--- config.mk ---
export PLATFORM = sky130hd
export DESIGN_NAME = cft_regs
export DESIGN_NICKNAME = d
export VERILOG_FILES = /design/src/logic/cft_pkg.sv /design/src/logic/reg_major.sv /design/src/logic/bus_arbiter.sv /design/src/logic/panel_scanner.sv /design/src/logic/cft_regs.sv
export VERILOG_INCLUDE_DIRS = /design/src /design/src/logic
export SDC_FILE = /design/constraint.sdc
export NUM_CORES = 1
export LEC_CHECK = 0
export ABC_AREA = 1
export BUFFER_PORTS_ARGS = -buffer_cell sky130_fd_sc_hd__buf_2
export CORE_MARGIN = 4
export CORE_UTILIZATION = 45
export DETAILED_ROUTE_END_ITERATION = 8
export PLACE_DENSITY = 0.68
export SKIP_CTS_REPAIR_TIMING = 1
export SYNTH_ARGS = -nofsm -noshare
export SYNTH_HDL_FRONTEND = slang
export SYNTH_SLANG_ARGS = --single-unit
--- constraint.sdc ---
create_clock -name clk -period 2.5 [get_ports clk]
set_input_delay 0.375 -clock clk [delete_from_list [all_inputs] [get_ports clk]]
set_output_delay 0.375 -clock clk [all_outputs]
set_load 0.05 [all_outputs]
--- src/logic/cft_params.svh ---
// CFT register section parameters
// Word width, bus source and target codes, front-panel dwell time

`ifndef CFT_PARAMS_SVH
`define CFT_PARAMS_SVH

////////////////////////////////////////////////////////////
// Datapath width
////////////////////////////////////////////////////////////

// Register and internal bus width
`define CFT_WORD_W 16

////////////////////////////////////////////////////////////
// Bus source and target codes
////////////////////////////////////////////////////////////

// Shared by read_sel and write_sel
`define CFT_SRC_NONE 3'd0
`define CFT_SRC_PC   3'd1
`define CFT_SRC_DR   3'd2
`define CFT_SRC_AC   3'd3
`define CFT_SRC_SP   3'd4
// On write_sel this sends the bus out, no register loads
`define CFT_SRC_EXT  3'd5

// Front panel
// Cycles each panel byte is shown, strobe cycle included
`define CFT_PANEL_DWELL 8

`endif

--- src/logic/cft_pkg.sv ---
// CFT register section types
// Word, byte and bus code types plus the panel scanner states

`include "cft_params.svh"

package cft_pkg;

   // One register value or one internal bus word
   typedef logic [`CFT_WORD_W-1:0] word_t;

   // One front-panel byte, half a word
   typedef logic [`CFT_WORD_W/2-1:0] half_t;

   // Bus source or target code
   typedef logic [2:0] src_t;

   // Front-panel scanner states
   // SCAN_IDLE  one cycle after reset
   // SCAN_HOLD  position shown, dwell counter running
   // SCAN_LATCH strobe high, byte captured
   typedef enum logic [1:0] {
      SCAN_IDLE,
      SCAN_HOLD,
      SCAN_LATCH
   } panel_state_t;

endpackage

--- src/logic/reg_major.sv ---
// CFT major register
// Loadable up/down register with zero and negative flags and an
// optional link flag that toggles when the value wraps

`include "cft_params.svh"

module reg_major
   import cft_pkg::*;
#(
   // Decrement path present
   parameter bit HAS_DEC  = 1'b1,
   // Link flag present
   parameter bit HAS_LINK = 1'b0
) (
   input  logic  clk,
   input  logic  reset,
   // Load from internal bus
   input  logic  ld,
   input  logic  inc,
   input  logic  dec,
   input  word_t d,
   output word_t q,
   // Zero, negative and link flags
   output logic  fz,
   output logic  fn,
   output logic  fl
);

   word_t q_r;
   logic  link_r;
   // Decrement as seen by this register
   logic  dec_en;
   // Wrap events that really take effect this cycle
   logic  wrap_up;
   logic  wrap_dn;

   ////////////////////////////////////////////////////////////
   // Operation decode
   ////////////////////////////////////////////////////////////

   // Registers without a down count ignore dec
   assign dec_en = HAS_DEC ? dec : 1'b0;

   // Carry out, FFFF rolling over to 0000
   // Only counts when no load wins
   assign wrap_up = ~ld & inc & (q_r == '1);

   // Borrow out, 0000 rolling under to FFFF
   // Increment beats decrement
   assign wrap_dn = ~ld & ~inc & dec_en & (q_r == '0);

   ////////////////////////////////////////////////////////////
   // Register value
   ////////////////////////////////////////////////////////////

   // Priority is load, then increment, then decrement
   always_ff @(posedge clk) begin
      if (reset) begin
         q_r <= '0;
      end else if (ld) begin
         q_r <= d;
      end else if (inc) begin
         q_r <= q_r + word_t'(1);
      end else if (dec_en) begin
         q_r <= q_r - word_t'(1);
      end
   end

   // Link flag, toggles on carry or borrow out
   // Stays clear when the register has no link
   always_ff @(posedge clk) begin
      if (reset) begin
         link_r <= 1'b0;
      end else if (HAS_LINK && (wrap_up || wrap_dn)) begin
         link_r <= ~link_r;
      end
   end

   // Outputs
   assign q  = q_r;
   // Flags straight from the stored value
   assign fz = (q_r == '0);
   assign fn = q_r[`CFT_WORD_W-1];
   assign fl = link_r;

   // Count strobes are mutually exclusive, as the control never
   // asks for both directions at once
   a_inc_dec_excl: assert property (
      @(posedge clk) disable iff (reset) !(inc && dec)
   ) else $error("reg_major: inc and dec high together");

endmodule

--- src/logic/bus_arbiter.sv ---
// CFT bus arbiter
// Grants the internal word bus to one source, decodes the write
// target into register load strobes and routes the front-panel byte

`include "cft_params.svh"

module bus_arbiter
   import cft_pkg::*;
(
   // Bus source, bus target, panel register
   input  src_t  read_sel,
   input  src_t  write_sel,
   input  src_t  panel_reg,
   input  logic  panel_hi,
   // Register values and the external data port
   input  word_t pc_q,
   input  word_t dr_q,
   input  word_t ac_q,
   input  word_t sp_q,
   input  word_t ext_data,
   output word_t ibus,
   // One load strobe per register
   output logic  pc_ld,
   output logic  dr_ld,
   output logic  ac_ld,
   output logic  sp_ld,
   output half_t panel_byte
);

   // Word picked for the panel before the half select
   word_t panel_word;

   ////////////////////////////////////////////////////////////
   // Internal word bus
   ////////////////////////////////////////////////////////////

   // Exactly one driver, idle bus reads as zero
   always_comb begin
      case (read_sel)
         `CFT_SRC_PC:  ibus = pc_q;
         `CFT_SRC_DR:  ibus = dr_q;
         `CFT_SRC_AC:  ibus = ac_q;
         `CFT_SRC_SP:  ibus = sp_q;
         `CFT_SRC_EXT: ibus = ext_data;
         // NONE and the unused codes 6, 7
         default:      ibus = '0;
      endcase
   end

   // Write target decode
   // EXT and NONE load nothing
   always_comb begin
      pc_ld = (write_sel == `CFT_SRC_PC);
      dr_ld = (write_sel == `CFT_SRC_DR);
      ac_ld = (write_sel == `CFT_SRC_AC);
      sp_ld = (write_sel == `CFT_SRC_SP);
      // Never two registers loaded from one bus cycle
      a_ld_onehot0: assert ($onehot0({pc_ld, dr_ld, ac_ld, sp_ld}))
         else $error("bus_arbiter: more than one load strobe");
   end

   ////////////////////////////////////////////////////////////
   // Front-panel byte path
   ////////////////////////////////////////////////////////////

   // Separate from ibus, the panel never holds up a transfer
   always_comb begin
      case (panel_reg)
         `CFT_SRC_PC: panel_word = pc_q;
         `CFT_SRC_DR: panel_word = dr_q;
         `CFT_SRC_AC: panel_word = ac_q;
         `CFT_SRC_SP: panel_word = sp_q;
         default:     panel_word = '0;
      endcase
   end

   // High or low half of the selected register
   assign panel_byte = panel_hi ? panel_word[`CFT_WORD_W-1:`CFT_WORD_W/2]
                                : panel_word[`CFT_WORD_W/2-1:0];

endmodule

--- src/logic/panel_scanner.sv ---
// CFT front-panel scanner
// Walks pc, dr, ac, sp one byte at a time, low half first, and
// latches each byte onto the panel lines with a one-cycle strobe

`include "cft_params.svh"

module panel_scanner
   import cft_pkg::*;
(
   input  logic  clk,
   input  logic  reset,
   // Byte returned by the arbiter for the current position
   input  half_t panel_byte,
   output src_t  panel_reg,
   output logic  panel_hi,
   output logic  panel_strobe,
   output half_t panel_data
);

   localparam int DWELL = `CFT_PANEL_DWELL;
   localparam int CNT_W = $clog2(DWELL);

   panel_state_t     state;
   logic [CNT_W-1:0] dwell_cnt;
   // Scan position, register index above, half select in bit 0
   logic [2:0]       pos;

   ////////////////////////////////////////////////////////////
   // Scanner FSM
   ////////////////////////////////////////////////////////////

   // DWELL-1 hold cycles plus one latch cycle per position
   always_ff @(posedge clk) begin
      if (reset) begin
         state        <= SCAN_IDLE;
         dwell_cnt    <= '0;
         pos          <= '0;
         panel_strobe <= 1'b0;
         panel_data   <= '0;
      end else begin
         case (state)
            SCAN_IDLE: begin
               state <= SCAN_HOLD;
            end
            SCAN_HOLD: begin
               if (dwell_cnt == CNT_W'(DWELL - 2)) begin
                  // Capture the byte as it stands on this edge
                  state        <= SCAN_LATCH;
                  panel_strobe <= 1'b1;
                  panel_data   <= panel_byte;
               end else begin
                  dwell_cnt <= dwell_cnt + 1'b1;
               end
            end
            SCAN_LATCH: begin
               // Next byte, wraps from sp high to pc low
               state        <= SCAN_HOLD;
               panel_strobe <= 1'b0;
               dwell_cnt    <= '0;
               pos          <= pos + 1'b1;
            end
            default: state <= SCAN_IDLE;
         endcase
      end
   end

   // Position to register code
   always_comb begin
      case (pos[2:1])
         2'd0:    panel_reg = `CFT_SRC_PC;
         2'd1:    panel_reg = `CFT_SRC_DR;
         2'd2:    panel_reg = `CFT_SRC_AC;
         default: panel_reg = `CFT_SRC_SP;
      endcase
   end
   assign panel_hi = pos[0];

   // Strobe is a single pulse, then quiet for the rest of the dwell
   a_strobe_spacing: assert property (
      @(posedge clk) disable iff (reset)
         panel_strobe |=> !panel_strobe [*(DWELL - 1)]
   ) else $error("panel_scanner: strobe spacing broken");

endmodule

--- src/logic/cft_regs.sv ---
// CFT register section, top level
// Four major registers on one internal bus, the bus arbiter and the
// front-panel scanner

`include "cft_params.svh"

module cft_regs
   import cft_pkg::*;
(
   input  logic  clk,
   input  logic  reset,
   // Bus control codes
   input  src_t  read_sel,
   input  src_t  write_sel,
   input  word_t ext_data,
   // Count strobes
   input  logic  pc_inc,
   input  logic  dr_inc,
   input  logic  dr_dec,
   input  logic  ac_inc,
   input  logic  ac_dec,
   input  logic  sp_inc,
   input  logic  sp_dec,
   output word_t bus_out,
   output word_t pc_q,
   output word_t ac_q,
   // AC flags
   output logic  ac_z,
   output logic  ac_n,
   output logic  link,
   // Front panel
   output half_t panel_data,
   output logic  panel_strobe,
   output logic  panel_hi,
   output src_t  panel_reg
);

   word_t ibus;
   word_t dr_q;
   word_t sp_q;
   logic  pc_ld;
   logic  dr_ld;
   logic  ac_ld;
   logic  sp_ld;
   half_t panel_byte;

   // Bus leaves the chip on every cycle
   assign bus_out = ibus;

   ////////////////////////////////////////////////////////////
   // Major registers
   ////////////////////////////////////////////////////////////

   // PC counts up only
   reg_major #(.HAS_DEC(1'b0), .HAS_LINK(1'b0)) pc (
      .clk(clk), .reset(reset), .ld(pc_ld), .inc(pc_inc), .dec(1'b0),
      .d(ibus), .q(pc_q), .fz(), .fn(), .fl()
   );

   reg_major #(.HAS_DEC(1'b1), .HAS_LINK(1'b0)) dr (
      .clk(clk), .reset(reset), .ld(dr_ld), .inc(dr_inc), .dec(dr_dec),
      .d(ibus), .q(dr_q), .fz(), .fn(), .fl()
   );

   // AC carries the flags and the link
   reg_major #(.HAS_DEC(1'b1), .HAS_LINK(1'b1)) ac (
      .clk(clk), .reset(reset), .ld(ac_ld), .inc(ac_inc), .dec(ac_dec),
      .d(ibus), .q(ac_q), .fz(ac_z), .fn(ac_n), .fl(link)
   );

   reg_major #(.HAS_DEC(1'b1), .HAS_LINK(1'b0)) sp (
      .clk(clk), .reset(reset), .ld(sp_ld), .inc(sp_inc), .dec(sp_dec),
      .d(ibus), .q(sp_q), .fz(), .fn(), .fl()
   );

   // Bus and panel byte routing
   bus_arbiter arbiter (
      .read_sel(read_sel), .write_sel(write_sel), .panel_reg(panel_reg),
      .panel_hi(panel_hi), .pc_q(pc_q), .dr_q(dr_q), .ac_q(ac_q), .sp_q(sp_q),
      .ext_data(ext_data), .ibus(ibus), .pc_ld(pc_ld), .dr_ld(dr_ld),
      .ac_ld(ac_ld), .sp_ld(sp_ld), .panel_byte(panel_byte)
   );

   panel_scanner scanner (
      .clk(clk), .reset(reset), .panel_byte(panel_byte), .panel_reg(panel_reg),
      .panel_hi(panel_hi), .panel_strobe(panel_strobe), .panel_data(panel_data)
   );

endmodule

==> results of run 1 <==
worst max-delay path by stage:
| stage | from | depth (start not counted) | to | slack [ns] |
|---|---|---|---|---|
| finish | ac.q[13]$_SDFFE_PP0P_ | 5 | ac_z | 0.16 |
| global route | ac.q[13]$_SDFFE_PP0P_ | 5 | ac_z | 0.09 |
| CTS | ac.q[13]$_SDFFE_PP0P_ | 5 | ac_z | 0.20 |
| detailed placement | dr_inc | 11 | dr.q[5]$_SDFFE_PP0P_ | 0.12 |
| global placement | dr_inc | 11 | dr.q[5]$_SDFFE_PP0P_ | 0.14 |
| floorplan | ac.q[0]$_SDFFE_PP0P_ | 12 | ac.q[14]$_SDFFE_PP0P_ | 0.31 |
flip-flops by register name, summed over array words and instances, names as in the netlist:
name                  flops
scanner.panel_data        8
ac.fl                     1
dr.q                     16
pc.q                     16
sp.q                     16
scanner.dwell_cnt         3
scanner.panel_strobe      1
scanner.pos               3
ac.q                     16
scanner.state             2
power breakdown:
part,internal (W),leakage [nW],total [W],switching [W]
Combinational,0.000823,3.74,0.00258,0.00176
Clock,0.000894,0.159,0.00152,0.000630
Sequential,0.00147,0.677,0.00173,0.000261
Total,0.00318,4.58,0.00583,0.00265
final cells by class:
type | instances | area [um2]
Fill cell | 1736 | 7770
Multi-Input combinational cell | 990 | 5090
Sequential cell | 82 | 1640
Timing Repair Buffer | 134 | 771
Inverter | 173 | 649
Tap cell | 220 | 275
Clock buffer | 9 | 225
Clock inverter | 7 | 105
Antenna cell | 1 | 2.50
cells in the final DEF (no fill, tap or decap), types with 8 or more instances in the layout:
cell type	n
or2_2	16
o2111ai_1	9
o211ai_1	10
nor2_1	79
nand4_1	22
buf_4	40
a21oi_1	124
nand3_1	103
a31oi_1	11
and2_1	8
dfxtp_1	82
inv_1	155
o21ai_0	50
ha_1	52
o21ai_1	8
buf_2	94
inv_2	17
clkbuf_16	9
nor3_1	18
nand2_1	418
kinds of logic (layout without fill, tap and decap cells):
logic type / count (synthesis) / in the layout / share of synthesized area (%)
buffers and inverters: 207 / 323 / 10.8
adders and majority gates: 55 / 55 / 9.43
other: 0 / 1 / 0
and+or+nand+nor: 693 / 693 / 39.7
DFF: 82 / 82 / 21.8
AOI/OAI and AO/OA: 233 / 233 / 17.3
xor gates and xnor gates: 9 / 9 / 1.05
tightest hold or removal path, delay by kind of cell:
family          cells  cell delay, ns
compound gates      1            0.05
buf+inv             1            0.12
simple gates        2            0.16
layer usage:
metal,vias to the layer above,global-route usage [%]
li1,4443,-
met1,4218,42.1
met2,429,48.3
met3,89,7.05
met4,6,13.9
met5,-,0
cell usage after synthesis, types with 10 or more instances:
master and count:
nand2_1 418, inv_1 155, a21oi_1 124, nand3_1 103, dfxtp_1 82, nor2_1 79, ha_1 52, o21ai_0 50
nand4_1 22, clkbuf_1 19, nor3_1 18, inv_2 17, or2_2 16, a31oi_1 11, o211ai_1 10
per-stage QoR:
| stage | cell area (um2) | hold WS (ns) |
|---|---|---|
| floorplan | 7540 | 0.412 |
| global placement | 8420 | 0.423 |
| detailed placement | 8420 | 0.428 |
| CTS | 8750 | 0.397 |
| global route | 8760 | 0.438 |
| finish | 8760 | 0.407 |
==> flow_metrics.env, run 1 <==
export IMPL_outcome="completed"
export IMPL_drive_above_1_share_pct=14.2
export IMPL_nNetsFinal=1476
export IMPL_grt_pass1_vias=8192
export IMPL_route_detailed_drc=0
export IMPL_cts_tree="done"
export IMPL_routedWlPerCell_um=18.6
export IMPL_clock_sinks=82
export IMPL_yosysSeqAreaShare_pct=21.8
export IMPL_worstPathArrival_ns=1.96
export IMPL_relSlewSlack_pct=62.7
export IMPL_grt_max_degree=45
export IMPL_synth_avg_cell_area_um2=5.89
export IMPL_numPortBuffers=94
export IMPL_path_max_fanout=5
export IMPL_netlist_area_um2=7540
export IMPL_fp_dieH_um=137
export IMPL_r2r_end="scanner.panel_data[1]$_SDFFE_PP0P_"
export IMPL_first_pass_iters=5
export IMPL_holdPathEnd="ac.q[1]$_SDFFE_PP0P_"
export IMPL_wl_um=30000
export IMPL_rsz0062_at_grt="false"
export IMPL_clock_path_buffers=2
export IMPL_htreeDepth=3
export IMPL_dr_wl_met3_um=2850
export IMPL_final_core_util_pct=53.0
export IMPL_layout_setup_ws_ns=0.165
export IMPL_ff2ff_setup_slack_ns=0.30
export IMPL_vias=9185
export IMPL_dieArea_um2=18900
export IMPL_synth_top_area_cell="dfxtp_1"
export IMPL_crit_required_ns=2.12
export IMPL_m1WireLength_um=12500
export IMPL_synth_seq_cells=82
export IMPL_dp_cells=1599
export IMPL_slowest_stage="nor4_1"
export IMPL_period_minus_slack_ns=2.34
export IMPL_fin_cells=1616
export IMPL_crit_family="simple AND/OR/NAND/NOR gates"
export IMPL_cp_cell_sequence="inv_1 > nand2_1 > nor4_1 > and3_1 > buf_2"
export IMPL_clk_latency_ns=0.36
export IMPL_synth_edf_count=0
export IMPL_skew_ns=0.0124
export IMPL_vias_per_cell=5.68
export IMPL_drt_iter0_drc=856
export IMPL_synth_async_reset_ratio_pct=0
export IMPL_die_w_um=137
export IMPL_p_leak_nw=4.58
export IMPL_setup_worst_path_start_class="flop"
export IMPL_r2r_cells=7
export IMPL_holdCritStartpoint="write_sel[2]"
export IMPL_gp_congestion=1.03
export IMPL_cap_violations=0
export IMPL_syn_num_nets=1365
export IMPL_grt_usage_pct=31.4
export IMPL_ys_types=43
export IMPL_finalHoldViolations=0
export IMPL_grt_pass1_wl_um=45400
export IMPL_area_growth_pct=16.1
export IMPL_synthesis_instances=1279
export IMPL_rows=47
export IMPL_fp_coreArea_um2=16500
export IMPL_start_util_pct=45.6
export IMPL_finalCritPeriodShare_pct=93.4
export IMPL_clk_pin_slew_ns=0.07
export IMPL_final_max_slew_viol_count=0
export IMPL_fin_setup_tns_ns=0
export IMPL_end_kind="output pin"
export IMPL_p_total_w=0.00583
export IMPL_setup_viol=0
export IMPL_wl_met2_um=13100
export IMPL_worst_pin_slew_ns=0.557
export IMPL_dp_slack_ns=0.122
export IMPL_antenna_found_initial=4
export IMPL_max_stage_delay_ns=0.42
export IMPL_max_freq_mhz=428
export IMPL_grt_ovfl_total=0
export IMPL_powerDensity_nw_per_um2=666
export IMPL_hold_path_class="in2reg"
export IMPL_postRouteAntennaNets=0
export IMPL_synth_top_cell_area_share_pct=21.8
export IMPL_dp_hpwl_um=23700
export IMPL_cts_inserted_buffers=9
export IMPL_critPathKind="reg2out"
export IMPL_crit_buf_inv=2
export IMPL_ys_top_cells_by_area="dfxtp_1 22%, nand2_1 21%, ha_1 8.6%"
export IMPL_peakVddDrop_mv=0.340
export IMPL_io_pins=95
export IMPL_top_layer_used="met5"
export IMPL_min_path_cells=4
export IMPL_ctsRootBufferMaster="clkbuf_16"
export IMPL_synthFlopType="dfxtp_1"
export IMPL_r2r_start="scanner.pos[2]$_SDFFE_PP0P_"
export IMPL_synth_warnings=0
Note: power is estimated with default switching activity, not from simulation.
==> run 2, diff against run 1 <==
Settings changed: CAP_MARGIN set to 30, CORE_ASPECT_RATIO set to 1.5, PLACE_DENSITY 0.68 to 0.61.
==> flow_metrics.env, run 2 (synthesis results as in run 1) <==
export IMPL_crit_buf_inv=2
export IMPL_cap_violations=0
export IMPL_critPathKind="reg2out"
export IMPL_worst_pin_slew_ns=0.949
export IMPL_ctsRootBufferMaster="clkbuf_16"
export IMPL_clock_path_buffers=2
export IMPL_final_max_slew_viol_count=0
export IMPL_final_cell_mix="418 x nand2_1, 155 x inv_1, 124 x a21oi_1"
export IMPL_final_common_cell="nand2_1"
export IMPL_start_util_pct=46.2
export IMPL_vias=9131
export IMPL_numPortBuffers=94
export IMPL_r2r_start="ac.q[8]$_SDFFE_PP0P_"
export IMPL_drt_iter0_drc=851
export IMPL_min_path_cells=1
export IMPL_antenna_found_initial=0
export IMPL_htreeDepth=3
export IMPL_holdCritStartpoint="scanner.state[0]$_SDFFE_PP0P_"
export IMPL_rsz0062_at_grt="false"
export IMPL_crit_path_start="ac.q[14]$_SDFFE_PP0P_"
export IMPL_skew_ns=0.00820
export IMPL_routedWlPerCell_um=19.7
export IMPL_dieArea_um2=18900
export IMPL_r2r_cells=10
export IMPL_ff2ff_setup_slack_ns=0.35
export IMPL_path_max_fanout=5
export IMPL_outcome="completed"
export IMPL_grt_ovfl_total=0
export IMPL_powerDensity_nw_per_um2=640
export IMPL_cts_inserted_buffers=9
export IMPL_dp_hpwl_um=26000
export IMPL_cp_cell_sequence="inv_1 > nand2_1 > nor4_1 > and3_1 > buf_2"
export IMPL_finalCritPeriodShare_pct=93.1
export IMPL_finalHoldViolations=0
export IMPL_area_growth_pct=17.5
export IMPL_rows=57
export IMPL_holdPathEnd="scanner.state[0]$_SDFFE_PP0P_"
export IMPL_r2r_end="ac.q[13]$_SDFFE_PP0P_"
export IMPL_nNetsFinal=1496
export IMPL_setup_viol=0
export IMPL_io_pins=95
export IMPL_max_freq_mhz=430
export IMPL_end_kind="output pin"
export IMPL_peakVddDrop_mv=0.310
export IMPL_grt_pass1_vias=8969
export IMPL_grt_max_degree=45
export IMPL_crit_required_ns=2.12
export IMPL_period_minus_slack_ns=2.33
export IMPL_clock_sinks=82
export IMPL_first_pass_iters=6
export IMPL_fin_setup_tns_ns=0
export IMPL_wl_um=31900
export IMPL_grt_pass1_wl_um=49400
export IMPL_antennaDiodeCount=0
export IMPL_drive_above_1_share_pct=15.3
export IMPL_clk_pin_slew_ns=0.07
export IMPL_cts_tree="done"
export IMPL_route_detailed_drc=0
export IMPL_gp_congestion=1.05
export IMPL_setup_worst_path_start_class="flop"
export IMPL_final_core_util_pct=54.2
export IMPL_fp_dieH_um=167
export IMPL_crit_family="simple AND/OR/NAND/NOR gates"
export IMPL_postRouteAntennaNets=0
export IMPL_relSlewSlack_pct=36.4
export IMPL_slowest_stage="nor4_1"
export IMPL_vias_per_cell=5.63
export IMPL_worstPathArrival_ns=1.95
export IMPL_hold_path_class="reg2reg"
export IMPL_die_w_um=114
export IMPL_fp_coreArea_um2=16300
export IMPL_clk_latency_ns=0.35
export IMPL_p_leak_nw=4.65
export IMPL_grt_usage_pct=33.8
export IMPL_max_stage_delay_ns=0.48
[run 2: changes by cell type in the layout (fill, tap and decap cells not counted), moves of 2 or more]
cell,before,now
clkinvlp_4,1,3
buf_4,40,58
inv_6,3,0
clkbuf_1,0,2
buf_12,0,2
bufinv_16,2,0
[run 2: per-stage QoR]
| step | hold slack [ns] | total power, W | worst slack [ns] | instances | instance area [um2] |
|---|---|---|---|---|---|
| 6_report | 0.434 | 0.00567 | 0.173 | 1621 | 8850 |
| 5_1_grt | 0.462 | 0.00603 | 0.0878 | 1621 | 8850 |
| 4_1_cts | 0.436 | 0.00565 | 0.215 | 1621 | 8850 |
| 3_5_place_dp | 0.426 | 0.00438 | 0.134 | 1605 | 8580 |
| 3_3_place_gp | 0.425 | 0.00438 | 0.127 | 1605 | 8580 |
| 2_1_floorplan | 0.412 | 0.00345 | 0.305 | 1279 | 7540 |
[run 2: worst reg2reg max path, cell delays in order, from the launching register on]
cell and delay [ns]:
dfxtp_1 0.57, ha_1 0.37, nand2_1 0.11, inv_1 0.06, a21oi_1 0.32, inv_1 0.07
a21oi_1 0.17, nand2_1 0.08, nand2_1 0.06, nand3_1 0.11, a21oi_1 0.16
[run 2: metal layers]
metal	up-vias	share of wire, %	track usage (%)
li1	4491	-	-
met1	4175	37	36.2
met2	357	51	61.7
met3	108	5.4	4.94
met4	0	6.5	19.1
met5	-	0	0
[run 2: power by group]
part           switching, W  internal [W]  leakage [nW]
Combinational       0.00179      0.000876          3.84
Clock              0.000577      0.000700         0.125
Sequential         0.000250       0.00147         0.677
Total               0.00262       0.00304          4.65
[run 2: how the worst max path moves through the flow]
stage                                       end  slack (ns)  depth (start not counted)
after CTS                                  ac_z        0.21                          5
after floorplan           ac.q[14]$_SDFFE_PP0P_        0.31                         12
after detailed placement   dr.q[5]$_SDFFE_PP0P_        0.13                         11
final                                      ac_z        0.17                          5
after global routing                       ac_z        0.09                          5
after global placement     dr.q[5]$_SDFFE_PP0P_        0.13                         11
[run 2: final cells by class]
type                       instances  area (um2)
clock buffer                      12         246
clock inverter                     4        27.5
fill                            1787        7480
inverter                         173         649
multi-input combinational        990        5090
sequential                        82        1640
tap                              206         258
timing repair buffer             154         946
